`config.mk`:
```
export PLATFORM = sky130hd
export DESIGN_NAME = top
export DESIGN_NICKNAME = d
export VERILOG_FILES = /design/src/rv_pkg.sv /design/src/controller.sv /design/src/datapath.sv /design/src/hazard.sv /design/src/top.sv
export SDC_FILE = /design/constraint.sdc
export NUM_CORES = 2
export LEC_CHECK = 0
export CAP_MARGIN = 10
export CORE_ASPECT_RATIO = 1.4
export CORE_MARGIN = 2
export CORE_UTILIZATION = 25
export DETAILED_ROUTE_END_ITERATION = 7
export DONT_BUFFER_PORTS = 1
export MAX_ROUTING_LAYER = met4
export PLACE_DENSITY = 0.41
export SLEW_MARGIN = 20
export SYNTH_ARGS = -nofsm -noshare
export SYNTH_HDL_FRONTEND = slang
export SYNTH_SLANG_ARGS = --single-unit
export TNS_END_PERCENT = 1
```
`constraint.sdc`:
```
create_clock -name clk -period 14.24 [get_ports clk]
set_input_delay 0.712 -clock clk [delete_from_list [all_inputs] [get_ports clk]]
set_output_delay 0.712 -clock clk [all_outputs]
set_load 0.02 [all_outputs]
```
`src/rv_pkg.sv`:
```
package rv_pkg;

  localparam int xlen = 32;
  localparam int reg_addr_w = 5;

  localparam logic [xlen-1:0] reset_pc = '0;
  // addi x0, x0, 0
  localparam logic [xlen-1:0] nop_instr = 32'h0000_0013;

  // opcode field values of the supported subset
  typedef enum logic [6:0] {
    opc_op     = 7'b0110011,
    opc_op_imm = 7'b0010011,
    opc_lui    = 7'b0110111,
    opc_load   = 7'b0000011,
    opc_store  = 7'b0100011,
    opc_branch = 7'b1100011,
    opc_jal    = 7'b1101111
  } opcode_e;

  typedef enum logic [2:0] {
    alu_add, alu_sub, alu_and, alu_or, alu_xor, alu_slt, alu_pass_b
  } alu_op_e;

  typedef enum logic [2:0] {
    imm_i, imm_s, imm_b, imm_u, imm_j
  } imm_sel_e;

  typedef enum logic [1:0] {
    res_alu, res_mem, res_pc_plus4
  } result_sel_e;

  typedef enum logic [1:0] {
    fwd_reg, fwd_from_mem, fwd_from_wb
  } fwd_sel_e;

  typedef struct packed {
    alu_op_e     alu_op;
    logic        alu_src_imm;
    logic        is_branch;
    logic        branch_ne;
    logic        is_jal;
    result_sel_e result_sel;
    logic        mem_write;
    logic        mem_read;
    logic        reg_write;
  } ex_ctrl_t;

  typedef struct packed {
    result_sel_e result_sel;
    logic        mem_write;
    logic        mem_read;
    logic        reg_write;
  } mem_ctrl_t;

  typedef struct packed {
    result_sel_e result_sel;
    logic        reg_write;
  } wb_ctrl_t;

  // register indices per stage, for hazard detection
  typedef struct packed {
    logic [reg_addr_w-1:0] rs1_d;
    logic [reg_addr_w-1:0] rs2_d;
    logic [reg_addr_w-1:0] rs1_e;
    logic [reg_addr_w-1:0] rs2_e;
    logic [reg_addr_w-1:0] rd_e;
    logic [reg_addr_w-1:0] rd_m;
    logic [reg_addr_w-1:0] rd_w;
    logic                  zero_e;
  } dp_status_t;

  typedef struct packed {
    fwd_sel_e fwd_a;
    fwd_sel_e fwd_b;
    logic     stall_f;
    logic     stall_d;
    logic     flush_d;
    logic     flush_e;
  } hazard_t;

endpackage

```
`src/controller.sv`:
```
`timescale 1ns/1ps

module controller (
  input  logic                    clk,
  input  logic                    arst_n,
  input  logic [rv_pkg::xlen-1:0] instr_d,
  input  logic                    zero_e,
  input  rv_pkg::hazard_t         hz,
  output rv_pkg::imm_sel_e        imm_sel,
  output rv_pkg::ex_ctrl_t        ex_ctrl,
  output rv_pkg::mem_ctrl_t       mem_ctrl,
  output rv_pkg::wb_ctrl_t        wb_ctrl,
  output logic                    pc_redirect
);
  import rv_pkg::*;

  opcode_e    opcode;
  logic [2:0] funct3;
  logic       funct7_5;
  ex_ctrl_t   ctrl_d;

  assign opcode   = opcode_e'(instr_d[6:0]);
  assign funct3   = instr_d[14:12];
  assign funct7_5 = instr_d[30];

  // main decode
  always_comb begin
    ctrl_d            = '0;
    ctrl_d.alu_op     = alu_add;
    ctrl_d.result_sel = res_alu;
    imm_sel           = imm_i;
    case (opcode)
      opc_op: begin
        ctrl_d.reg_write = 1'b1;
        case (funct3)
          3'b000:  ctrl_d.alu_op = funct7_5 ? alu_sub : alu_add;
          3'b010:  ctrl_d.alu_op = alu_slt;
          3'b100:  ctrl_d.alu_op = alu_xor;
          3'b110:  ctrl_d.alu_op = alu_or;
          3'b111:  ctrl_d.alu_op = alu_and;
          default: ctrl_d.alu_op = alu_add;
        endcase
      end
      opc_op_imm: begin
        ctrl_d.alu_src_imm = 1'b1;
        ctrl_d.reg_write   = 1'b1;
      end
      opc_lui: begin
        imm_sel            = imm_u;
        ctrl_d.alu_op      = alu_pass_b;
        ctrl_d.alu_src_imm = 1'b1;
        ctrl_d.reg_write   = 1'b1;
      end
      opc_load: begin
        ctrl_d.alu_src_imm = 1'b1;
        ctrl_d.mem_read    = 1'b1;
        ctrl_d.result_sel  = res_mem;
        ctrl_d.reg_write   = 1'b1;
      end
      opc_store: begin
        imm_sel            = imm_s;
        ctrl_d.alu_src_imm = 1'b1;
        ctrl_d.mem_write   = 1'b1;
      end
      opc_branch: begin
        // compare by subtraction, zero flag decides
        imm_sel          = imm_b;
        ctrl_d.alu_op    = alu_sub;
        ctrl_d.is_branch = 1'b1;
        ctrl_d.branch_ne = (funct3 == 3'b001);
      end
      opc_jal: begin
        imm_sel           = imm_j;
        ctrl_d.is_jal     = 1'b1;
        ctrl_d.result_sel = res_pc_plus4;
        ctrl_d.reg_write  = 1'b1;
      end
      default: ;
    endcase
  end

  // execute control, bubble on flush
  always_ff @(posedge clk or negedge arst_n) begin
    if (!arst_n) begin
      ex_ctrl <= '0;
    end else if (hz.flush_e) begin
      ex_ctrl <= '0;
    end else begin
      ex_ctrl <= ctrl_d;
    end
  end

  always_ff @(posedge clk or negedge arst_n) begin
    if (!arst_n) begin
      mem_ctrl <= '0;
      wb_ctrl  <= '0;
    end else begin
      mem_ctrl.result_sel <= ex_ctrl.result_sel;
      mem_ctrl.mem_write  <= ex_ctrl.mem_write;
      mem_ctrl.mem_read   <= ex_ctrl.mem_read;
      mem_ctrl.reg_write  <= ex_ctrl.reg_write;
      wb_ctrl.result_sel  <= mem_ctrl.result_sel;
      wb_ctrl.reg_write   <= mem_ctrl.reg_write;
    end
  end

  // branch resolved in execute
  assign pc_redirect = ex_ctrl.is_jal | (ex_ctrl.is_branch & (zero_e ^ ex_ctrl.branch_ne));

endmodule

```
`src/datapath.sv`:
```
`timescale 1ns/1ps

module datapath (
  input  logic                    clk,
  input  logic                    arst_n,
  input  logic [rv_pkg::xlen-1:0] instr_data,
  input  logic [rv_pkg::xlen-1:0] data_rdata,
  input  rv_pkg::imm_sel_e        imm_sel,
  input  rv_pkg::ex_ctrl_t        ex_ctrl,
  input  rv_pkg::mem_ctrl_t       mem_ctrl,
  input  rv_pkg::wb_ctrl_t        wb_ctrl,
  input  logic                    pc_redirect,
  input  rv_pkg::hazard_t         hz,
  output logic [rv_pkg::xlen-1:0] instr_addr,
  output logic [rv_pkg::xlen-1:0] data_addr,
  output logic [rv_pkg::xlen-1:0] data_wdata,
  output logic [rv_pkg::xlen-1:0] instr_d,
  output rv_pkg::dp_status_t      status
);
  import rv_pkg::*;

  // fetch
  logic [xlen-1:0] pc_f, pc_plus4_f, pc_next;
  // decode
  logic [xlen-1:0] pc_d, pc_plus4_d, imm_d, rd1_d, rd2_d;
  logic [reg_addr_w-1:0] rs1_d, rs2_d, rd_d;
  // execute
  logic [xlen-1:0] pc_e, pc_plus4_e, imm_e, rd1_e, rd2_e;
  logic [xlen-1:0] src_a_e, fwd_b_e, alu_b_e, alu_e, target_e;
  logic [reg_addr_w-1:0] rs1_e, rs2_e, rd_e;
  // memory
  logic [xlen-1:0] alu_m, wdata_m, pc_plus4_m;
  logic [reg_addr_w-1:0] rd_m;
  // writeback
  logic [xlen-1:0] alu_w, rdata_w, pc_plus4_w, result_w;
  logic [reg_addr_w-1:0] rd_w;

  logic [xlen-1:0] regs [32];

  function automatic logic [xlen-1:0] fwd_mux(input fwd_sel_e sel,
                                               input logic [xlen-1:0] reg_val,
                                               input logic [xlen-1:0] mem_val,
                                               input logic [xlen-1:0] wb_val);
    case (sel)
      fwd_from_mem: return mem_val;
      fwd_from_wb:  return wb_val;
      default:      return reg_val;
    endcase
  endfunction

  // fetch stage
  assign pc_plus4_f = pc_f + xlen'(4);
  assign pc_next    = pc_redirect ? target_e : pc_plus4_f;
  assign instr_addr = pc_f;

  always_ff @(posedge clk or negedge arst_n) begin
    if (!arst_n) begin
      pc_f <= reset_pc;
    end else if (pc_redirect || !hz.stall_f) begin
      pc_f <= pc_next;
    end
  end

  // decode register loads a nop on flush
  always_ff @(posedge clk or negedge arst_n) begin
    if (!arst_n) begin
      instr_d <= nop_instr;
    end else if (hz.flush_d) begin
      instr_d <= nop_instr;
    end else if (!hz.stall_d) begin
      instr_d <= instr_data;
    end
  end

  always_ff @(posedge clk) begin
    if (!hz.stall_d) begin
      pc_d       <= pc_f;
      pc_plus4_d <= pc_plus4_f;
    end
  end

  assign rs1_d = instr_d[19:15];
  assign rs2_d = instr_d[24:20];
  assign rd_d  = instr_d[11:7];

  // register file with x0 reading as zero
  always_ff @(posedge clk) begin
    if (wb_ctrl.reg_write && rd_w != '0) begin
      regs[rd_w] <= result_w;
    end
  end

  // write-through so decode sees the value written this cycle
  assign rd1_d = (rs1_d == '0) ? '0 :
                 (wb_ctrl.reg_write && rd_w == rs1_d) ? result_w : regs[rs1_d];
  assign rd2_d = (rs2_d == '0) ? '0 :
                 (wb_ctrl.reg_write && rd_w == rs2_d) ? result_w : regs[rs2_d];

  always_comb begin
    case (imm_sel)
      imm_s:   imm_d = {{20{instr_d[31]}}, instr_d[31:25], instr_d[11:7]};
      imm_b:   imm_d = {{19{instr_d[31]}}, instr_d[31], instr_d[7],
                        instr_d[30:25], instr_d[11:8], 1'b0};
      imm_u:   imm_d = {instr_d[31:12], 12'b0};
      imm_j:   imm_d = {{11{instr_d[31]}}, instr_d[31], instr_d[19:12],
                        instr_d[20], instr_d[30:21], 1'b0};
      default: imm_d = {{20{instr_d[31]}}, instr_d[31:20]};
    endcase
  end

  // execute register indices cleared so a bubble never matches for forwarding
  always_ff @(posedge clk or negedge arst_n) begin
    if (!arst_n) begin
      rs1_e <= '0;
      rs2_e <= '0;
      rd_e  <= '0;
    end else if (hz.flush_e) begin
      rs1_e <= '0;
      rs2_e <= '0;
      rd_e  <= '0;
    end else begin
      rs1_e <= rs1_d;
      rs2_e <= rs2_d;
      rd_e  <= rd_d;
    end
  end

  always_ff @(posedge clk) begin
    pc_e       <= pc_d;
    pc_plus4_e <= pc_plus4_d;
    imm_e      <= imm_d;
    rd1_e      <= rd1_d;
    rd2_e      <= rd2_d;
  end

  // operand selection
  assign src_a_e  = fwd_mux(hz.fwd_a, rd1_e, alu_m, result_w);
  assign fwd_b_e  = fwd_mux(hz.fwd_b, rd2_e, alu_m, result_w);
  assign alu_b_e  = ex_ctrl.alu_src_imm ? imm_e : fwd_b_e;
  assign target_e = pc_e + imm_e;

  always_comb begin
    case (ex_ctrl.alu_op)
      alu_sub:    alu_e = src_a_e - alu_b_e;
      alu_and:    alu_e = src_a_e & alu_b_e;
      alu_or:     alu_e = src_a_e | alu_b_e;
      alu_xor:    alu_e = src_a_e ^ alu_b_e;
      alu_slt:    alu_e = xlen'($signed(src_a_e) < $signed(alu_b_e));
      alu_pass_b: alu_e = alu_b_e;
      default:    alu_e = src_a_e + alu_b_e;
    endcase
  end

  // memory and writeback registers
  always_ff @(posedge clk or negedge arst_n) begin
    if (!arst_n) begin
      rd_m <= '0;
      rd_w <= '0;
    end else begin
      rd_m <= rd_e;
      rd_w <= rd_m;
    end
  end

  always_ff @(posedge clk) begin
    alu_m      <= alu_e;
    wdata_m    <= fwd_b_e;
    pc_plus4_m <= pc_plus4_e;
    alu_w      <= alu_m;
    rdata_w    <= mem_ctrl.mem_read ? data_rdata : '0;
    pc_plus4_w <= pc_plus4_m;
  end

  assign data_addr  = alu_m;
  assign data_wdata = wdata_m;

  always_comb begin
    case (wb_ctrl.result_sel)
      res_mem:      result_w = rdata_w;
      res_pc_plus4: result_w = pc_plus4_w;
      default:      result_w = alu_w;
    endcase
  end

  always_comb begin
    status.rs1_d  = rs1_d;
    status.rs2_d  = rs2_d;
    status.rs1_e  = rs1_e;
    status.rs2_e  = rs2_e;
    status.rd_e   = rd_e;
    status.rd_m   = rd_m;
    status.rd_w   = rd_w;
    status.zero_e = (alu_e == '0);
  end

endmodule

```
`src/hazard.sv`:
```
`timescale 1ns/1ps

module hazard (
  input  rv_pkg::dp_status_t status,
  input  rv_pkg::ex_ctrl_t   ex_ctrl,
  input  logic               mem_reg_write,
  input  logic               wb_reg_write,
  input  logic               pc_redirect,
  output rv_pkg::hazard_t    hz
);
  import rv_pkg::*;

  logic load_use;

  // the younger producer in memory wins over writeback
  function automatic fwd_sel_e fwd_select(input logic [reg_addr_w-1:0] rs,
                                          input logic [reg_addr_w-1:0] rd_m,
                                          input logic                  we_m,
                                          input logic [reg_addr_w-1:0] rd_w,
                                          input logic                  we_w);
    if (we_m && rd_m != '0 && rd_m == rs) begin
      return fwd_from_mem;
    end else if (we_w && rd_w != '0 && rd_w == rs) begin
      return fwd_from_wb;
    end
    return fwd_reg;
  endfunction

  // load result not ready until writeback
  assign load_use = ex_ctrl.mem_read && status.rd_e != '0 &&
                    (status.rd_e == status.rs1_d || status.rd_e == status.rs2_d);

  always_comb begin
    hz = '0;
    hz.fwd_a   = fwd_select(status.rs1_e, status.rd_m, mem_reg_write,
                            status.rd_w, wb_reg_write);
    hz.fwd_b   = fwd_select(status.rs2_e, status.rd_m, mem_reg_write,
                            status.rd_w, wb_reg_write);
    hz.stall_f = load_use;
    hz.stall_d = load_use;
    hz.flush_d = pc_redirect;
    hz.flush_e = load_use | pc_redirect;
  end

endmodule

```
`src/top.sv`:
```
`timescale 1ns/1ps

module top (
  input  logic                    clk,
  input  logic                    arst_n,
  output logic [rv_pkg::xlen-1:0] instr_addr,
  input  logic [rv_pkg::xlen-1:0] instr_data,
  output logic [rv_pkg::xlen-1:0] data_addr,
  output logic [rv_pkg::xlen-1:0] data_wdata,
  output logic                    data_we,
  input  logic [rv_pkg::xlen-1:0] data_rdata
);
  import rv_pkg::*;

  // from datapath
  logic [xlen-1:0] instr_d;
  dp_status_t      status;
  // from controller
  imm_sel_e        imm_sel;
  ex_ctrl_t        ex_ctrl;
  mem_ctrl_t       mem_ctrl;
  wb_ctrl_t        wb_ctrl;
  logic            pc_redirect;
  // from hazard
  hazard_t         hz;

  assign data_we = mem_ctrl.mem_write;

  datapath datapath_i (
    .clk(clk), .arst_n(arst_n),
    .instr_data(instr_data), .data_rdata(data_rdata),
    .imm_sel(imm_sel), .ex_ctrl(ex_ctrl), .mem_ctrl(mem_ctrl), .wb_ctrl(wb_ctrl),
    .pc_redirect(pc_redirect), .hz(hz),
    .instr_addr(instr_addr), .data_addr(data_addr), .data_wdata(data_wdata),
    .instr_d(instr_d), .status(status)
  );

  controller controller_i (
    .clk(clk), .arst_n(arst_n),
    .instr_d(instr_d), .zero_e(status.zero_e), .hz(hz),
    .imm_sel(imm_sel), .ex_ctrl(ex_ctrl), .mem_ctrl(mem_ctrl), .wb_ctrl(wb_ctrl),
    .pc_redirect(pc_redirect)
  );

  hazard hazard_i (
    .status(status), .ex_ctrl(ex_ctrl),
    .mem_reg_write(mem_ctrl.reg_write), .wb_reg_write(wb_ctrl.reg_write),
    .pc_redirect(pc_redirect),
    .hz(hz)
  );

endmodule
```
==> flow_metrics.py <==
metrics = {
    "status": {
        "outcome": "complete, no violations",
    },
    "grt": {
        "grt_usage": 0.194,
        "grt_max_degree": 108,
        "grt.overflow.total": 0,
        "met1_usage": 0.218,
        "grt_pass1_wl_mm": 388,
        "grt_busiest_layer": "met2",
        "grt_pass1_vias": 46900,
        "grtUsageMet3": 0.0260,
        "antenna_found_initial": 6,
        "use_met2": 0.341,
    },
    "logic_synthesis": {
        "ys_seq_area_frac": 0.586,
        "synth_common_cells": "1086 x edfxtp_1, 570 x mux4_2, 350 x dfxtp_1",
        "yosys_warnings": 0,
        "synth_ff_type": "edfxtp_1",
        "synth_edf_count": 1086,
        "syn-instance-count": 4862,
        "async_flop_share": 0.0693,
        "yosys-top-cells-area": "edfxtp_1 45%, mux4_2 18%, dfxtp_1 9.7%",
        "syn_area_per_cell_um2": 14.9,
        "yosysMostFrequentCell": "edfxtp_1",
        "yosysTopAreaCellShare": 0.452,
        "synth_top_area_cell": "edfxtp_1",
        "ys_ff_latch": 1543,
        "netlist_area_um2": 72200,
        "ys_types": 95,
    },
    "detailed_routing": {
        "drt-vias-per-instance": 5.11,
        "drc": 0,
        "drt_pass1_iterations": 6,
        "vias": 45100,
        "drtAntennaViolNets": 0,
        "wl_per_cell_um": 31.8,
        "drt-initial-drc-count": 4084,
        "routed_wl_mm": 281,
    },
    "setup_path": {
        "worstPathRequired_ns": 14.95,
        "crit_fanout": 37,
        "end_kind": "flip-flop",
        "reg2reg_depth": 23,
        "crit_family": "compound AO/OA/AOI/OAI gates",
        "path_buf_inv": 4,
        "crit_chain": "inv_1 -> ha_1 -> buf_4 -> a22oi_1 -> o21ai_2 -> buf_4 -> mux2i_1 -> o21ai_0 -> mux2i_1 -> ha_1 -> nand4_1 -> o211ai_1 -> a41oi_1 -> a41oi_1 -> a41oi_1 -> o31ai_1 -> or2_2 -> a22oi_1 -> or4b_1 -> o311a_1 -> a211oi_4 -> buf_4 -> mux2_2",
        "r2r_start": "controller_i.wb_ctrl[2]",
        "ff2ff_setup_slack_ns": 5.30,
        "arrival_ns": 9.65,
        "critical_path.max_stage_delay_ns": 0.80,
        "r2r-end": "datapath_i.instr_addr[18]",
        "crit_slowest_cell": "o21ai_0",
        "critPathKind": "reg -> reg",
        "start_kind": "flip-flop",
    },
    "floorplan": {
        "initial_core_util": 0.251,
        "core-area_um2": 287000,
        "die_h_um": 640,
        "die_area_um2": 293000,
        "die_x_um": 458,
        "io_pins": 163,
        "placementRows": 233,
    },
    "timing": {
        "max_freq_mhz": 112,
        "tns_ns": 0,
        "hold_violations": 0,
        "fin_crit_sh": 0.628,
        "maxSlewViolCount": 0,
        "rsz0062_at_grt": "false",
        "tightest_slew_ns": 1.08,
        "finalClockSkew_ns": 0.0529,
        "timing.final.crit_period_ns": 8.94,
        "slew_headroom": 0.283,
        "setup_viol": 0,
    },
    "clocking": {
        "cts_buffers": 163,
        "clk_latency_ns": 0.85,
        "htreeDepth": 4,
        "tritoncts": "yes",
        "post_cts_resized": 0,
        "clk_path_buf_depth": 4,
        "clkTransAtPathRegs_ns": 0.07,
        "cts.sinks": 1543,
        "cts_root_buf": "clkbuf_16",
    },
    "placement": {
        "placed_area_um2": 77400,
        "gp_congestion": 0.940,
        "port_buffers": 0,
        "dp_hpwl_mm": 181,
    },
    "final_layout": {
        "drive_gt1_frac": 0.219,
        "final_nets": 5142,
        "regMostFlops": "datapath_i.regs",
        "area_growth_pct": 15.5,
        "largest_register_ffs": 1024,
        "nFillCells": 28800,
        "design_area_um2": 83400,
        "post-route-util": 0.290,
    },
    "hold_path": {
        "worstHoldStart": "data_rdata[20]",
        "whs_endpoint": "datapath_i.rdata_w[20]",
        "min_path_type": "in -> reg",
        "hold-path-cell-count": 1,
    },
    "power": {
        "power.leakage_nw": 28.4,
        "powerDensity_nw_per_um2": 153,
        "peakVddDrop_mv": 0.0913,
    },
    "flow_run": {
        "drv_cap": 0,
    },
}
## power by group
group	switching, mW	internal (mW)	leakage (nW)	total, mW
logic	1.53	0.745	11.6	2.28
clock network	1.89	2.53	2.64	4.41
registers	0.495	5.60	14.2	6.09
total	3.91	8.87	28.4	12.8
## stage by stage
| step | total power, mW | cells | setup WS, ns | hold WS [ns] |
|---|---|---|---|---|
| after floorplan | 7.36 | 4893 | 6.51 | 0.310 |
| final | 12.8 | 8832 | 5.30 | 0.0668 |
| after detailed placement | 8.44 | 8480 | 5.39 | 0.312 |
| after global routing | 13.3 | 8830 | 5.03 | 0.0442 |
| after CTS | 12.9 | 8828 | 5.37 | 0.00118 |
| after global placement | 8.43 | 8479 | 5.42 | 0.310 |
## layout make-up
cell class | count | area [um^2] | area share
diodes | 3 | 7.51 | 0.0000900
well taps | 3760 | 4700 | 0.0564
multi-input cells | 2871 | 28600 | 0.343
clock buffers | 204 | 4490 | 0.0538
clock inverters | 87 | 877 | 0.0105
repair buffers | 216 | 1820 | 0.0218
flip-flops and latches | 1543 | 42300 | 0.508
inverters | 148 | 567 | 0.00680
## metal layers
| layer | wire length [um] | up-vias | part of all wire |
|---|---|---|---|
| met5 | 0 | - | 0 |
| met3 | 12600 | 443 | 0.045 |
| met2 | 146000 | 1337 | 0.52 |
| met4 | 14600 | 0 | 0.052 |
| li1 | - | 19300 | - |
| met1 | 107000 | 24100 | 0.38 |
## worst max path at each step
stage	startpoint	endpoint	slack [ns]	cells after the start
6_report	controller_i.wb_ctrl[2]	datapath_i.instr_addr[18]	5.30	23
5_1_grt	controller_i.wb_ctrl[1]	datapath_i.instr_addr[18]	5.03	23
3_5_place_dp	controller_i.wb_ctrl[1]	datapath_i.instr_addr[18]	5.39	23
2_1_floorplan	controller_i.wb_ctrl[1]	datapath_i.instr_addr[0]	6.51	24
4_1_cts	controller_i.wb_ctrl[2]	datapath_i.instr_addr[18]	5.37	22
3_3_place_gp	controller_i.wb_ctrl[2]	datapath_i.instr_addr[18]	5.42	22
## cell families (layout without fill, tap and decap cells)
| family | count (synthesis) | count (layout) | share of synthesized area |
|---|---|---|---|
| flops | 1543 | 1543 | 0.586 |
| simple gates | 868 | 868 | 0.0554 |
| compound gates | 859 | 859 | 0.0773 |
| mux | 831 | 831 | 0.214 |
| buf+inv | 479 | 655 | 0.0262 |
| xor+xnor | 148 | 148 | 0.0179 |
| fa+ha+maj | 133 | 133 | 0.0234 |
| other cells | 1 | 35 | 0.0000519 |
## layout by cell type (no fill, tap or decap), types with 73 or more instances in the layout
master     instances
a211oi_1          73
a21oi_1          206
buf_4            156
clkbuf_16        172
dfrtp_1           94
dfxtp_1          350
edfxtp_1        1086
ha_1             129
inv_1            140
mux2i_1          254
mux4_2           570
nand2_1          257
nor2_1           249
o21ai_0          185
xnor2_1           77
## worst register-to-register path, delay by kind of cell (launching register included)
| family | cells | cell delay [ns] |
|---|---|---|
| AO/OA/AOI/OAI | 11 | 4.22 |
| flip-flops | 1 | 0.41 |
| multiplexers | 3 | 0.88 |
| buffers and inverters | 4 | 1.41 |
| adder cells (fa/ha/maj) | 2 | 0.76 |
| AND/OR/NAND/NOR | 3 | 1.12 |
## repair_timing
item                                   in CTS  in global routing
hold buffers                               57                  0
setup buffers                               0                  0
endpoints found under the hold margin     162                  0
Note: power is estimated with default switching activity, not from simulation.
